<file path="src/common/fu_params.svh">
`ifndef FU_PARAMS_SVH
`define FU_PARAMS_SVH

// datapath widths
`define XLEN        32
`define PRN_W       6   // physical register tag
`define ROBN_W      5   // rob index

// result queue entries, also the issuer's starting credits per unit
`define QUEUE_DEPTH 4

`define MULT_STAGES 4   // partial product stages in the multiplier
`define CDB_CREDITS 2   // writeback slots the consumer starts with

`endif

</file>
<file path="src/common/fu_pkg.sv">
`include "fu_params.svh"

package fu_pkg;

    typedef logic [`XLEN-1:0]   data_t;
    typedef logic [`XLEN-1:0]   addr_t;
    typedef logic [`PRN_W-1:0]  prn_t;
    typedef logic [`ROBN_W-1:0] robn_t;
    typedef logic [31:0]        inst_t;

    typedef enum logic [3:0] {
        ALU_ADD,
        ALU_SUB,
        ALU_SLT,
        ALU_SLTU,
        ALU_AND,
        ALU_OR,
        ALU_XOR,
        ALU_SLL,
        ALU_SRL,
        ALU_SRA
    } alu_func_t;

    // order follows funct3 of the M extension
    typedef enum logic [1:0] {
        MULT_MUL,
        MULT_MULH,
        MULT_MULHSU,
        MULT_MULHU
    } mult_func_t;

    typedef enum logic [1:0] {
        OPA_IS_RS1,
        OPA_IS_PC,
        OPA_IS_ZERO
    } opa_select_t;

    typedef enum logic [2:0] {
        OPB_IS_RS2,
        OPB_IS_I_IMM,
        OPB_IS_S_IMM,
        OPB_IS_B_IMM,
        OPB_IS_U_IMM,
        OPB_IS_J_IMM
    } opb_select_t;

    typedef enum logic {
        FU_ALU,
        FU_MULT
    } fu_unit_t;

    typedef struct packed {
        robn_t robn;
        prn_t  prn;
        data_t result;       // branch target for branches
        logic  is_branch;
        logic  take_branch;
    } alu_result_t;

    typedef struct packed {
        robn_t robn;
        prn_t  prn;
        data_t result;
    } mult_result_t;

endpackage

</file>
<file path="src/verilog/fu_issue.sv">
`include "fu_params.svh"

module fu_issue import fu_pkg::*; (
    input  logic        clock,
    input  logic        reset,
    input  logic        issue_valid,
    input  fu_unit_t    issue_unit,
    input  alu_func_t   issue_alu_func,
    input  mult_func_t  issue_mult_func,
    input  opa_select_t issue_opa_select,
    input  opb_select_t issue_opb_select,
    input  inst_t       issue_inst,
    input  addr_t       issue_pc,
    input  data_t       issue_op1,
    input  data_t       issue_op2,
    input  prn_t        issue_dest_prn,
    input  robn_t       issue_robn,
    input  logic        issue_cond_branch,
    input  logic        issue_uncond_branch,
    output logic        alu_valid,
    output logic        mult_valid,
    output data_t       opa,
    output data_t       opb,
    output data_t       br_op1,
    output data_t       br_op2,
    output logic [2:0]  br_funct3,
    output alu_func_t   alu_func,
    output mult_func_t  mult_func,
    output addr_t       pc,
    output logic        cond_branch,
    output logic        uncond_branch,
    output prn_t        dest_prn,
    output robn_t       robn
);

    data_t opa_mux, opb_mux;
    data_t i_imm, s_imm, b_imm, u_imm, j_imm;

    // immediates straight from the instruction word
    assign i_imm = {{20{issue_inst[31]}}, issue_inst[31:20]};
    assign s_imm = {{20{issue_inst[31]}}, issue_inst[31:25], issue_inst[11:7]};
    assign b_imm = {{19{issue_inst[31]}}, issue_inst[31], issue_inst[7],
                    issue_inst[30:25], issue_inst[11:8], 1'b0};
    assign u_imm = {issue_inst[31:12], 12'b0};
    assign j_imm = {{11{issue_inst[31]}}, issue_inst[31], issue_inst[19:12],
                    issue_inst[20], issue_inst[30:21], 1'b0};

    always_comb begin
        case (issue_opa_select)
            OPA_IS_RS1:  opa_mux = issue_op1;
            OPA_IS_PC:   opa_mux = issue_pc;    // branch/jump target base, auipc
            OPA_IS_ZERO: opa_mux = '0;          // lui
            default:     opa_mux = 32'hdeadface; // marker, unused encoding
        endcase
    end

    always_comb begin
        case (issue_opb_select)
            OPB_IS_RS2:   opb_mux = issue_op2;
            OPB_IS_I_IMM: opb_mux = i_imm;
            OPB_IS_S_IMM: opb_mux = s_imm;
            OPB_IS_B_IMM: opb_mux = b_imm;
            OPB_IS_U_IMM: opb_mux = u_imm;
            OPB_IS_J_IMM: opb_mux = j_imm;
            default:      opb_mux = 32'hfacefeed;
        endcase
    end

    // exactly one unit sees each accepted op
    always_ff @(posedge clock) begin
        if (reset) begin
            alu_valid  <= 1'b0;
            mult_valid <= 1'b0;
        end else begin
            alu_valid  <= issue_valid && (issue_unit == FU_ALU);
            mult_valid <= issue_valid && (issue_unit == FU_MULT);
        end
    end

    always_ff @(posedge clock) begin
        if (issue_valid) begin // hold payload between ops
            opa           <= opa_mux;
            opb           <= opb_mux;
            br_op1        <= issue_op1;  // raw regs for the compare
            br_op2        <= issue_op2;
            br_funct3     <= issue_inst[14:12];
            alu_func      <= issue_alu_func;
            mult_func     <= issue_mult_func;
            pc            <= issue_pc;
            cond_branch   <= issue_cond_branch;
            uncond_branch <= issue_uncond_branch;
            dest_prn      <= issue_dest_prn;
            robn          <= issue_robn;
        end
    end

endmodule

</file>
<file path="src/verilog/alu_cond.sv">
`include "fu_params.svh"

module alu_cond import fu_pkg::*; (
    input  logic       clock,
    input  logic       reset,
    input  logic       alu_valid,
    input  data_t      opa,
    input  data_t      opb,
    input  data_t      br_op1,
    input  data_t      br_op2,
    input  logic [2:0] br_funct3,
    input  alu_func_t  alu_func,
    input  logic       cond_branch,
    input  logic       uncond_branch,
    input  prn_t       dest_prn,
    input  robn_t      robn,
    output logic       res_valid,
    output robn_t      res_robn,
    output prn_t       res_prn,
    output data_t      res_value,
    output logic       res_is_branch,
    output logic       res_take_branch
);

    data_t alu_out;
    logic  cond_take;

    always_comb begin
        case (alu_func)
            ALU_ADD:  alu_out = opa + opb;
            ALU_SUB:  alu_out = opa - opb;
            ALU_SLT:  alu_out = {31'b0, $signed(opa) < $signed(opb)};
            ALU_SLTU: alu_out = {31'b0, opa < opb};
            ALU_AND:  alu_out = opa & opb;
            ALU_OR:   alu_out = opa | opb;
            ALU_XOR:  alu_out = opa ^ opb;
            ALU_SLL:  alu_out = opa << opb[4:0];
            ALU_SRL:  alu_out = opa >> opb[4:0];
            ALU_SRA:  alu_out = $signed(opa) >>> opb[4:0]; // sign fill
            default:  alu_out = 32'hfacebeec; // marker for a bad func
        endcase
    end

    // condition on funct3, compares the raw register values
    always_comb begin
        case (br_funct3)
            3'b000:  cond_take = br_op1 == br_op2;                   // beq
            3'b001:  cond_take = br_op1 != br_op2;                   // bne
            3'b100:  cond_take = $signed(br_op1) < $signed(br_op2);  // blt
            3'b101:  cond_take = $signed(br_op1) >= $signed(br_op2); // bge
            3'b110:  cond_take = br_op1 < br_op2;                    // bltu
            3'b111:  cond_take = br_op1 >= br_op2;                   // bgeu
            default: cond_take = 1'b0;
        endcase
    end

    always_ff @(posedge clock) begin
        if (reset) begin
            res_valid <= 1'b0;
        end else begin
            res_valid <= alu_valid;
        end
    end

    // for branches the alu sum is the target (pc + imm)
    always_ff @(posedge clock) begin
        if (alu_valid) begin
            res_robn        <= robn;
            res_prn         <= dest_prn;
            res_value       <= alu_out;
            res_is_branch   <= cond_branch || uncond_branch;
            res_take_branch <= uncond_branch || (cond_branch && cond_take); // jumps always
        end
    end

endmodule

</file>
<file path="src/mult/mult_pipe.sv">
`include "fu_params.svh"

module mult_pipe import fu_pkg::*; (
    input  logic       clock,
    input  logic       reset,
    input  logic       mult_valid,
    input  data_t      opa,
    input  data_t      opb,
    input  mult_func_t mult_func,
    input  prn_t       dest_prn,
    input  robn_t      robn,
    output logic       res_valid,
    output robn_t      res_robn,
    output prn_t       res_prn,
    output data_t      res_value
);

    localparam int SLICE = 64 / `MULT_STAGES; // multiplier bits per stage
    localparam int LAST  = `MULT_STAGES - 1;

    logic        signed_a, signed_b;
    logic [32:0] ext_a, ext_b;

    // stage 0 inputs come from the ports
    logic [63:0] in_acc   [`MULT_STAGES];
    logic [63:0] in_mcand [`MULT_STAGES];
    logic [63:0] in_mplr  [`MULT_STAGES];
    mult_func_t  in_func  [`MULT_STAGES];
    robn_t       in_robn  [`MULT_STAGES];
    prn_t        in_prn   [`MULT_STAGES];

    logic [`MULT_STAGES-1:0] st_valid;
    logic [63:0] st_acc   [`MULT_STAGES];
    logic [63:0] st_mcand [`MULT_STAGES];
    logic [63:0] st_mplr  [`MULT_STAGES];
    mult_func_t  st_func  [`MULT_STAGES];
    robn_t       st_robn  [`MULT_STAGES];
    prn_t        st_prn   [`MULT_STAGES];

    always_comb begin
        case (mult_func)
            MULT_MULH:   {signed_a, signed_b} = 2'b11;
            MULT_MULHSU: {signed_a, signed_b} = 2'b10;
            default:     {signed_a, signed_b} = 2'b00; // mul low word is sign-blind
        endcase
    end

    assign ext_a = {signed_a & opa[31], opa};
    assign ext_b = {signed_b & opb[31], opb};

    always_comb begin
        in_acc[0]   = '0;
        in_mcand[0] = {{31{ext_a[32]}}, ext_a}; // widened to 64 bits for a mod 2^64 product
        in_mplr[0]  = {{31{ext_b[32]}}, ext_b};
        in_func[0]  = mult_func;
        in_robn[0]  = robn;
        in_prn[0]   = dest_prn;
        for (int s = 1; s < `MULT_STAGES; s++) begin
            in_acc[s]   = st_acc[s-1];
            in_mcand[s] = st_mcand[s-1];
            in_mplr[s]  = st_mplr[s-1];
            in_func[s]  = st_func[s-1];
            in_robn[s]  = st_robn[s-1];
            in_prn[s]   = st_prn[s-1];
        end
    end

    // each stage adds one partial product and shifts the operands on
    always_ff @(posedge clock) begin
        for (int s = 0; s < `MULT_STAGES; s++) begin
            st_acc[s]   <= in_acc[s] + in_mcand[s] * in_mplr[s][SLICE-1:0];
            st_mcand[s] <= in_mcand[s] << SLICE;
            st_mplr[s]  <= in_mplr[s] >> SLICE;
            st_func[s]  <= in_func[s];
            st_robn[s]  <= in_robn[s];
            st_prn[s]   <= in_prn[s];
        end
        res_robn  <= st_robn[LAST];
        res_prn   <= st_prn[LAST];
        res_value <= (st_func[LAST] == MULT_MUL) ? st_acc[LAST][31:0] : st_acc[LAST][63:32];
    end

    always_ff @(posedge clock) begin
        if (reset) begin
            st_valid  <= '0;
            res_valid <= 1'b0;
        end else begin
            st_valid  <= {st_valid[`MULT_STAGES-2:0], mult_valid};
            res_valid <= st_valid[LAST];
        end
    end

endmodule

</file>
<file path="src/verilog/result_queue.sv">
`include "fu_params.svh"

module result_queue import fu_pkg::*; #(
    parameter type payload_t = alu_result_t,
    parameter int  DEPTH     = `QUEUE_DEPTH
) (
    input  logic     clock,
    input  logic     reset,
    input  logic     push,
    input  payload_t push_data,
    input  logic     pop,
    output logic     not_empty,
    output payload_t head,
    output logic     credit
);

    localparam int PW = (DEPTH > 1) ? $clog2(DEPTH) : 1;
    localparam int CW = $clog2(DEPTH + 1);

    payload_t      mem [DEPTH];
    logic [PW-1:0] wr_ptr, rd_ptr;
    logic [CW-1:0] count;
    logic          full;

    assign full      = (count == CW'(DEPTH));
    assign not_empty = (count != '0);
    assign head      = mem[rd_ptr]; // visible the cycle after the write

    always_ff @(posedge clock) begin
        if (push) mem[wr_ptr] <= push_data;
    end

    always_ff @(posedge clock) begin
        if (reset) begin
            wr_ptr <= '0;
            rd_ptr <= '0;
            count  <= '0;
            credit <= 1'b0;
        end else begin
            if (push) wr_ptr <= (wr_ptr == PW'(DEPTH - 1)) ? '0 : wr_ptr + 1'b1;
            if (pop)  rd_ptr <= (rd_ptr == PW'(DEPTH - 1)) ? '0 : rd_ptr + 1'b1;
            count  <= count + CW'(push) - CW'(pop);
            credit <= pop; // one slot back to the issuer per pop
        end
    end

    // issuer credits must cover every slot
    assert property (@(posedge clock) disable iff (reset) !(push && full));
    assert property (@(posedge clock) disable iff (reset) !(pop && !not_empty));

endmodule

</file>
<file path="src/verilog/cdb_arbiter.sv">
`include "fu_params.svh"

module cdb_arbiter import fu_pkg::*; (
    input  logic         clock,
    input  logic         reset,
    input  logic         alu_ready,
    input  alu_result_t  alu_head,
    input  logic         mult_ready,
    input  mult_result_t mult_head,
    input  logic         cdb_credit,
    output logic         alu_pop,
    output logic         mult_pop,
    output logic         cdb_valid,
    output robn_t        cdb_robn,
    output prn_t         cdb_prn,
    output data_t        cdb_value,
    output logic         cdb_is_branch,
    output logic         cdb_take_branch
);

    localparam int CW = $clog2(`CDB_CREDITS + 1);

    logic [CW-1:0] credits;   // free writeback slots at the consumer
    logic          last_mult; // mult won the last beat
    logic          can_send;

    assign can_send = (credits != '0);

    // round robin, alu goes first unless it won last time and mult waits
    assign alu_pop  = can_send && alu_ready && (!mult_ready || last_mult);
    assign mult_pop = can_send && mult_ready && !alu_pop;

    always_ff @(posedge clock) begin
        if (reset) begin
            credits   <= CW'(`CDB_CREDITS);
            last_mult <= 1'b0;
            cdb_valid <= 1'b0;
        end else begin
            credits   <= credits + CW'(cdb_credit) - CW'(alu_pop || mult_pop);
            cdb_valid <= alu_pop || mult_pop;
            if (alu_pop || mult_pop) last_mult <= mult_pop;
        end
    end

    always_ff @(posedge clock) begin
        if (alu_pop) begin
            cdb_robn        <= alu_head.robn;
            cdb_prn         <= alu_head.prn;
            cdb_value       <= alu_head.result;
            cdb_is_branch   <= alu_head.is_branch;
            cdb_take_branch <= alu_head.take_branch;
        end else if (mult_pop) begin
            cdb_robn        <= mult_head.robn;
            cdb_prn         <= mult_head.prn;
            cdb_value       <= mult_head.result;
            cdb_is_branch   <= 1'b0; // never a branch
            cdb_take_branch <= 1'b0;
        end
    end

    // consumer never hands back more than it was given
    assert property (@(posedge clock) disable iff (reset) credits <= CW'(`CDB_CREDITS));

endmodule

</file>
<file path="src/verilog/fu_top.sv">
`include "fu_params.svh"

module fu_top import fu_pkg::*; (
    input  logic        clock,
    input  logic        reset,
    input  logic        issue_valid,
    input  fu_unit_t    issue_unit,
    input  alu_func_t   issue_alu_func,
    input  mult_func_t  issue_mult_func,
    input  opa_select_t issue_opa_select,
    input  opb_select_t issue_opb_select,
    input  inst_t       issue_inst,
    input  addr_t       issue_pc,
    input  data_t       issue_op1,
    input  data_t       issue_op2,
    input  prn_t        issue_dest_prn,
    input  robn_t       issue_robn,
    input  logic        issue_cond_branch,
    input  logic        issue_uncond_branch,
    output logic        alu_credit,
    output logic        mult_credit,
    output logic        cdb_valid,
    output robn_t       cdb_robn,
    output prn_t        cdb_prn,
    output data_t       cdb_value,
    output logic        cdb_is_branch,
    output logic        cdb_take_branch,
    input  logic        cdb_credit
);

    logic       alu_valid, mult_valid;
    data_t      opa, opb, br_op1, br_op2;
    logic [2:0] br_funct3;
    alu_func_t  alu_func;
    mult_func_t mult_func;
    logic       cond_branch, uncond_branch;
    prn_t       dest_prn;
    robn_t      robn;

    logic  alu_res_valid, alu_res_is_branch, alu_res_take;
    robn_t alu_res_robn;
    prn_t  alu_res_prn;
    data_t alu_res_value;

    logic  mult_res_valid;
    robn_t mult_res_robn;
    prn_t  mult_res_prn;
    data_t mult_res_value;

    alu_result_t  alu_push_data, alu_head;
    mult_result_t mult_push_data, mult_head;
    logic         alu_not_empty, mult_not_empty, alu_pop, mult_pop;

    fu_issue u_issue (
        .clock, .reset, .issue_valid, .issue_unit, .issue_alu_func, .issue_mult_func,
        .issue_opa_select, .issue_opb_select, .issue_inst, .issue_pc, .issue_op1,
        .issue_op2, .issue_dest_prn, .issue_robn, .issue_cond_branch, .issue_uncond_branch,
        .alu_valid, .mult_valid, .opa, .opb, .br_op1, .br_op2, .br_funct3, .alu_func,
        .mult_func,
        .pc            (), // target already formed through opa, no link value here
        .cond_branch, .uncond_branch, .dest_prn, .robn
    );

    alu_cond u_alu (
        .clock, .reset, .alu_valid, .opa, .opb, .br_op1, .br_op2, .br_funct3, .alu_func,
        .cond_branch, .uncond_branch, .dest_prn, .robn,
        .res_valid       (alu_res_valid),
        .res_robn        (alu_res_robn),
        .res_prn         (alu_res_prn),
        .res_value       (alu_res_value),
        .res_is_branch   (alu_res_is_branch),
        .res_take_branch (alu_res_take)
    );

    mult_pipe u_mult (
        .clock, .reset, .mult_valid, .opa, .opb, .mult_func, .dest_prn, .robn,
        .res_valid (mult_res_valid),
        .res_robn  (mult_res_robn),
        .res_prn   (mult_res_prn),
        .res_value (mult_res_value)
    );

    assign alu_push_data  = '{robn: alu_res_robn, prn: alu_res_prn, result: alu_res_value,
                              is_branch: alu_res_is_branch, take_branch: alu_res_take};
    assign mult_push_data = '{robn: mult_res_robn, prn: mult_res_prn,
                              result: mult_res_value};

    // one queue per unit, credits go straight back to the issuer
    result_queue #(.payload_t(alu_result_t), .DEPTH(`QUEUE_DEPTH)) u_alu_q (
        .clock, .reset,
        .push      (alu_res_valid),
        .push_data (alu_push_data),
        .pop       (alu_pop),
        .not_empty (alu_not_empty),
        .head      (alu_head),
        .credit    (alu_credit)
    );

    result_queue #(.payload_t(mult_result_t), .DEPTH(`QUEUE_DEPTH)) u_mult_q (
        .clock, .reset,
        .push      (mult_res_valid),
        .push_data (mult_push_data),
        .pop       (mult_pop),
        .not_empty (mult_not_empty),
        .head      (mult_head),
        .credit    (mult_credit)
    );

    cdb_arbiter u_arb (
        .clock, .reset,
        .alu_ready  (alu_not_empty),
        .alu_head,
        .mult_ready (mult_not_empty),
        .mult_head, .cdb_credit, .alu_pop, .mult_pop, .cdb_valid, .cdb_robn, .cdb_prn,
        .cdb_value, .cdb_is_branch, .cdb_take_branch
    );

endmodule

</file>
<file path="config.mk">
export PLATFORM = sky130hd
export DESIGN_NAME = fu_top
export DESIGN_NICKNAME = d
export VERILOG_FILES = /design/src/common/fu_pkg.sv /design/src/verilog/fu_issue.sv /design/src/verilog/alu_cond.sv /design/src/mult/mult_pipe.sv /design/src/verilog/result_queue.sv /design/src/verilog/cdb_arbiter.sv /design/src/verilog/fu_top.sv
export VERILOG_INCLUDE_DIRS = /design/src /design/src/common
export SDC_FILE = /design/constraint.sdc
export NUM_CORES = 2
export LEC_CHECK = 0
export BUFFER_PORTS_ARGS = -buffer_cell sky130_fd_sc_hd__clkbuf_2
export CAP_MARGIN = 15
export CELL_PAD_IN_SITES_DETAIL_PLACEMENT = 1
export CELL_PAD_IN_SITES_GLOBAL_PLACEMENT = 1
export CORE_MARGIN = 5
export CORE_UTILIZATION = 30
export DETAILED_ROUTE_END_ITERATION = 12
export GPL_TIMING_DRIVEN = 1
export PLACE_DENSITY_LB_ADDON = 0.1
export SYNTH_ARGS = -nofsm -noshare
export SYNTH_HDL_FRONTEND = slang
export SYNTH_HIERARCHICAL = 1
export SYNTH_SLANG_ARGS = --single-unit
</file>
<file path="constraint.sdc">
create_clock -name clock -period 20.2 [get_ports clock]
set_input_delay 1.01 -clock clock [delete_from_list [all_inputs] [get_ports clock]]
set_output_delay 1.01 -clock clock [all_outputs]
set_load 0.01 [all_outputs]
</file>
==> parameters.txt <==
Parameter                              Value

Floorplanning
  Total Die Area ... 309700 µm²
  Core Region ... 297000 µm²
  Chip Height ... 556.5 µm
  Effective utilization at floorplan ... 30.16%
  # IOs ... 205
  Die width ... 556.5 µm
  Count of standard-cell rows ... 200

Global route
  First-pass GRT wire length ... 439000 µm
  Initial antenna violation count ... 29
  Pin count of the biggest net entering global routing ... 77
  Number of global-route vias before repair ... 66.77k
  Total global routing overflow ... 0
  All-layer global routing usage ... 18.82%

Drt
  DR iter-0 viols ... 3155
  Wire length per cell after detailed routing ... 23.22 µm
  Count of nets left with antenna violations after detail routing ... 0
  Total via count in the routed design ... 58.98k
  Number of DRC violations after detailed routing ... 0
  Via count normalized by instance count ... 4.711
  Pre-Repair DR Iteration Count ... 5
  WL final ... 290700 µm

CTS
  Number of gates resized after cts ... 0
  Number of buffers inserted by post-CTS setup repair ... 0
  Num CTS Buffers ... 123
  TritonCTS clock tree ... built
  Worst skew pair latency ... 0.86 ns
  Max Root-Sink Buffers ... 4
  Root Buffer ... clkbuf_16
  Max H-tree Level ... 3
  Clock transition at the registers of the reported paths ... 0.07 ns
  Cts-stage hold buffer count ... 0
  Count of clock tree sinks ... 1061

STA
  Slew at the pin closest to its max-slew limit ... 1.347 ns
  Hold violation count in the final report ... 0
  Achievable Freq ... 126.9 MHz
  Setup violators final ... 0
  Post-route minimum period ... 7.880 ns
  Ratio of final minimum period to clock period ... 39.01%
  Worst hold margin ... 0.2331 ns
  Max Transition Viols Final ... 0
  Headroom to the max-slew limit ... 9.277%
  Fin Setup TNS ... 0 ns
  Worst clock skew on the final layout ... 0.1215 ns
  Setup repair after global routing missed its margin ... no

Layout
  Number of fillers in the final layout ... 32.81k
  Area growth from synthesis to layout ... 11.06%
  Fraction of layout cells with a size suffix above 1 ... 9.374%
  Non-filler instance count after layout ... 12.52k
  Number of nets in the finished design ... 10.43k

Worst setup path
  FF-to-FF Start ... u_issue/mult_func[0]$_DFFE_PP_
  Signal arrival time at the worst endpoint ... 8.59 ns
  Worst r2r dst ... u_mult/st_acc[0][47]$_DFF_P_
  Length in cells of the worst reg-to-reg path ... 22
  Data required time at the worst endpoint ... 20.91 ns
  Crit end category ... flip-flop
  Slack of the worst reg-to-reg path ... 12.32 ns
  Worst setup path class ... flip-flop to flip-flop
  Highest net fanout along the worst path ... 17
  Crit path launch type ... flip-flop

Hold path
  Startpoint of the most critical hold path ... u_mult/st_acc[2][39]$_DFF_P_
  Class of the tightest hold or removal check ... flip-flop to flip-flop
  Worst Hold Path EP ... u_mult/st_acc[3][39]$_DFF_P_
  Hold Crit Depth ... 0

Logic synthesis
  Number of nets in the synthesized netlist ... 10.31k
  Cell area after technology mapping ... 89600 µm²
  Avg Inst Size Synth ... 10.73 µm²
  Synthesis warning total ... 6
  Count of mapped cells out of synthesis ... 8349

Placement
  Port bufs ... 197
  Post-DP HPWL ... 218900 µm
  Routability congestion estimate ... 0.8603
  Post-placement cell count ... 12.28k

Run
  Max-cap violations ... 0

Status
  Outcome ... completed
==> metal layers <==
| layer | vias to the layer above | GRT usage [%] | routed length, µm | part of all wire, % |
|---|---|---|---|---|
| met5 | - | 0 | 25 | 0.0086 |
| met4 | 4 | 3.316 | 4877 | 1.7 |
| met3 | 245 | 2.104 | 10760 | 3.7 |
| met2 | 1040 | 30.90 | 134200 | 46 |
| met1 | 31154 | 27.10 | 140800 | 48 |
| li1 | 26532 | - | - | - |
==> registers in the layout (all words and copies together), names as in the netlist, 8 cells and up, named ones only <==
register and count:
u_mult/st_acc 242, u_alu_q/mem 180, u_mult_q/mem 172, u_mult/st_mcand 81, u_alu/res_value 32, u_arb/cdb_value 32, u_issue/br_op1 32, u_issue/br_op2 32
u_issue/opa 32, u_issue/opb 32, u_mult/res_value 32, u_mult/st_prn 24, u_mult/st_robn 20, u_mult/st_mplr 19, u_mult/st_func 8
==> critical path: stages, from the launching register on <==
cell	delay [ns]
edfxtp_1	0.41
ha_1	0.54
nor2b_2	0.94
nand2_1	0.31
fa_1	0.57
inv_1	0.06
fa_1	0.53
inv_1	0.06
fa_1	0.51
inv_1	0.06
fa_1	0.49
fa_1	0.50
inv_1	0.05
fa_1	0.47
inv_1	0.04
ha_1	0.35
and3_1	0.21
and3_1	0.33
nor2b_1	0.31
nor2_1	0.11
a21oi_1	0.39
nor2_1	0.16
o311ai_0	0.29
==> metrics by stage <==
| step | util, % | setup WS (ns) | area, µm² |
|---|---|---|---|
| after floorplan | - | 13.83 | 89600 |
| after global placement | 31.98 | 12.30 | 95000 |
| after detailed placement | 31.98 | 12.25 | 95000 |
| after CTS | 33.49 | 12.18 | 99470 |
| after global routing | 33.49 | 11.88 | 99490 |
| final | 33.50 | 12.32 | 99500 |
==> cells in the final DEF (no fill, tap or decap), types with 25 or more instances in the layout <==
cell,instances
a21oi_1,281
and2_1,442
o21ai_0,216
xnor2_1,148
clkbuf_16,131
nor2_1,216
ha_1,457
nand2_1,909
clkbuf_2,197
o21bai_1,39
nor2b_1,46
nor3_1,36
inv_1,1841
o22ai_1,46
o21a_1,25
dfxtp_1,461
fa_1,1349
nand3_1,57
a211oi_1,35
edfxtp_1,592
a21o_1,83
nand2b_1,32
xor2_1,31
mux4_2,110
buf_4,114
mux2_2,88
mux2i_1,78
==> layout make-up <==
cell class	count	area [µm²]	area share (%)
timing repair buffer	312	1853	1.862
tap	3939	4928	4.953
sequential	1061	27190	27.32
clock inverter	73	920.9	0.9255
multi-input combinational	5119	54110	54.38
inverter	1846	6929	6.964
antenna	13	32.53	0.03269
clock buffer	155	3548	3.566
==> how the worst max path moves through the flow <==
stage | from | to | slack (ns) | depth (start not counted)
after detailed placement | u_issue/mult_func[0]$_DFFE_PP_ | u_mult/st_acc[0][47]$_DFF_P_ | 12.25 | 22
after global routing | u_issue/mult_func[0]$_DFFE_PP_ | u_mult/st_acc[0][47]$_DFF_P_ | 11.88 | 22
after CTS | u_issue/mult_func[0]$_DFFE_PP_ | u_mult/st_acc[0][47]$_DFF_P_ | 12.18 | 22
after global placement | u_issue/mult_func[0]$_DFFE_PP_ | u_mult/st_acc[0][47]$_DFF_P_ | 12.30 | 22
final | u_issue/mult_func[0]$_DFFE_PP_ | u_mult/st_acc[0][47]$_DFF_P_ | 12.32 | 22
after floorplan | u_issue/mult_func[0]$_DFFE_PP_ | u_mult/st_acc[0][43]$_DFF_P_ | 13.83 | 23
Power is left out: the tool's default activity adds up to more than one toggle a clock period on the data nets, which glitch-free logic cannot reach.
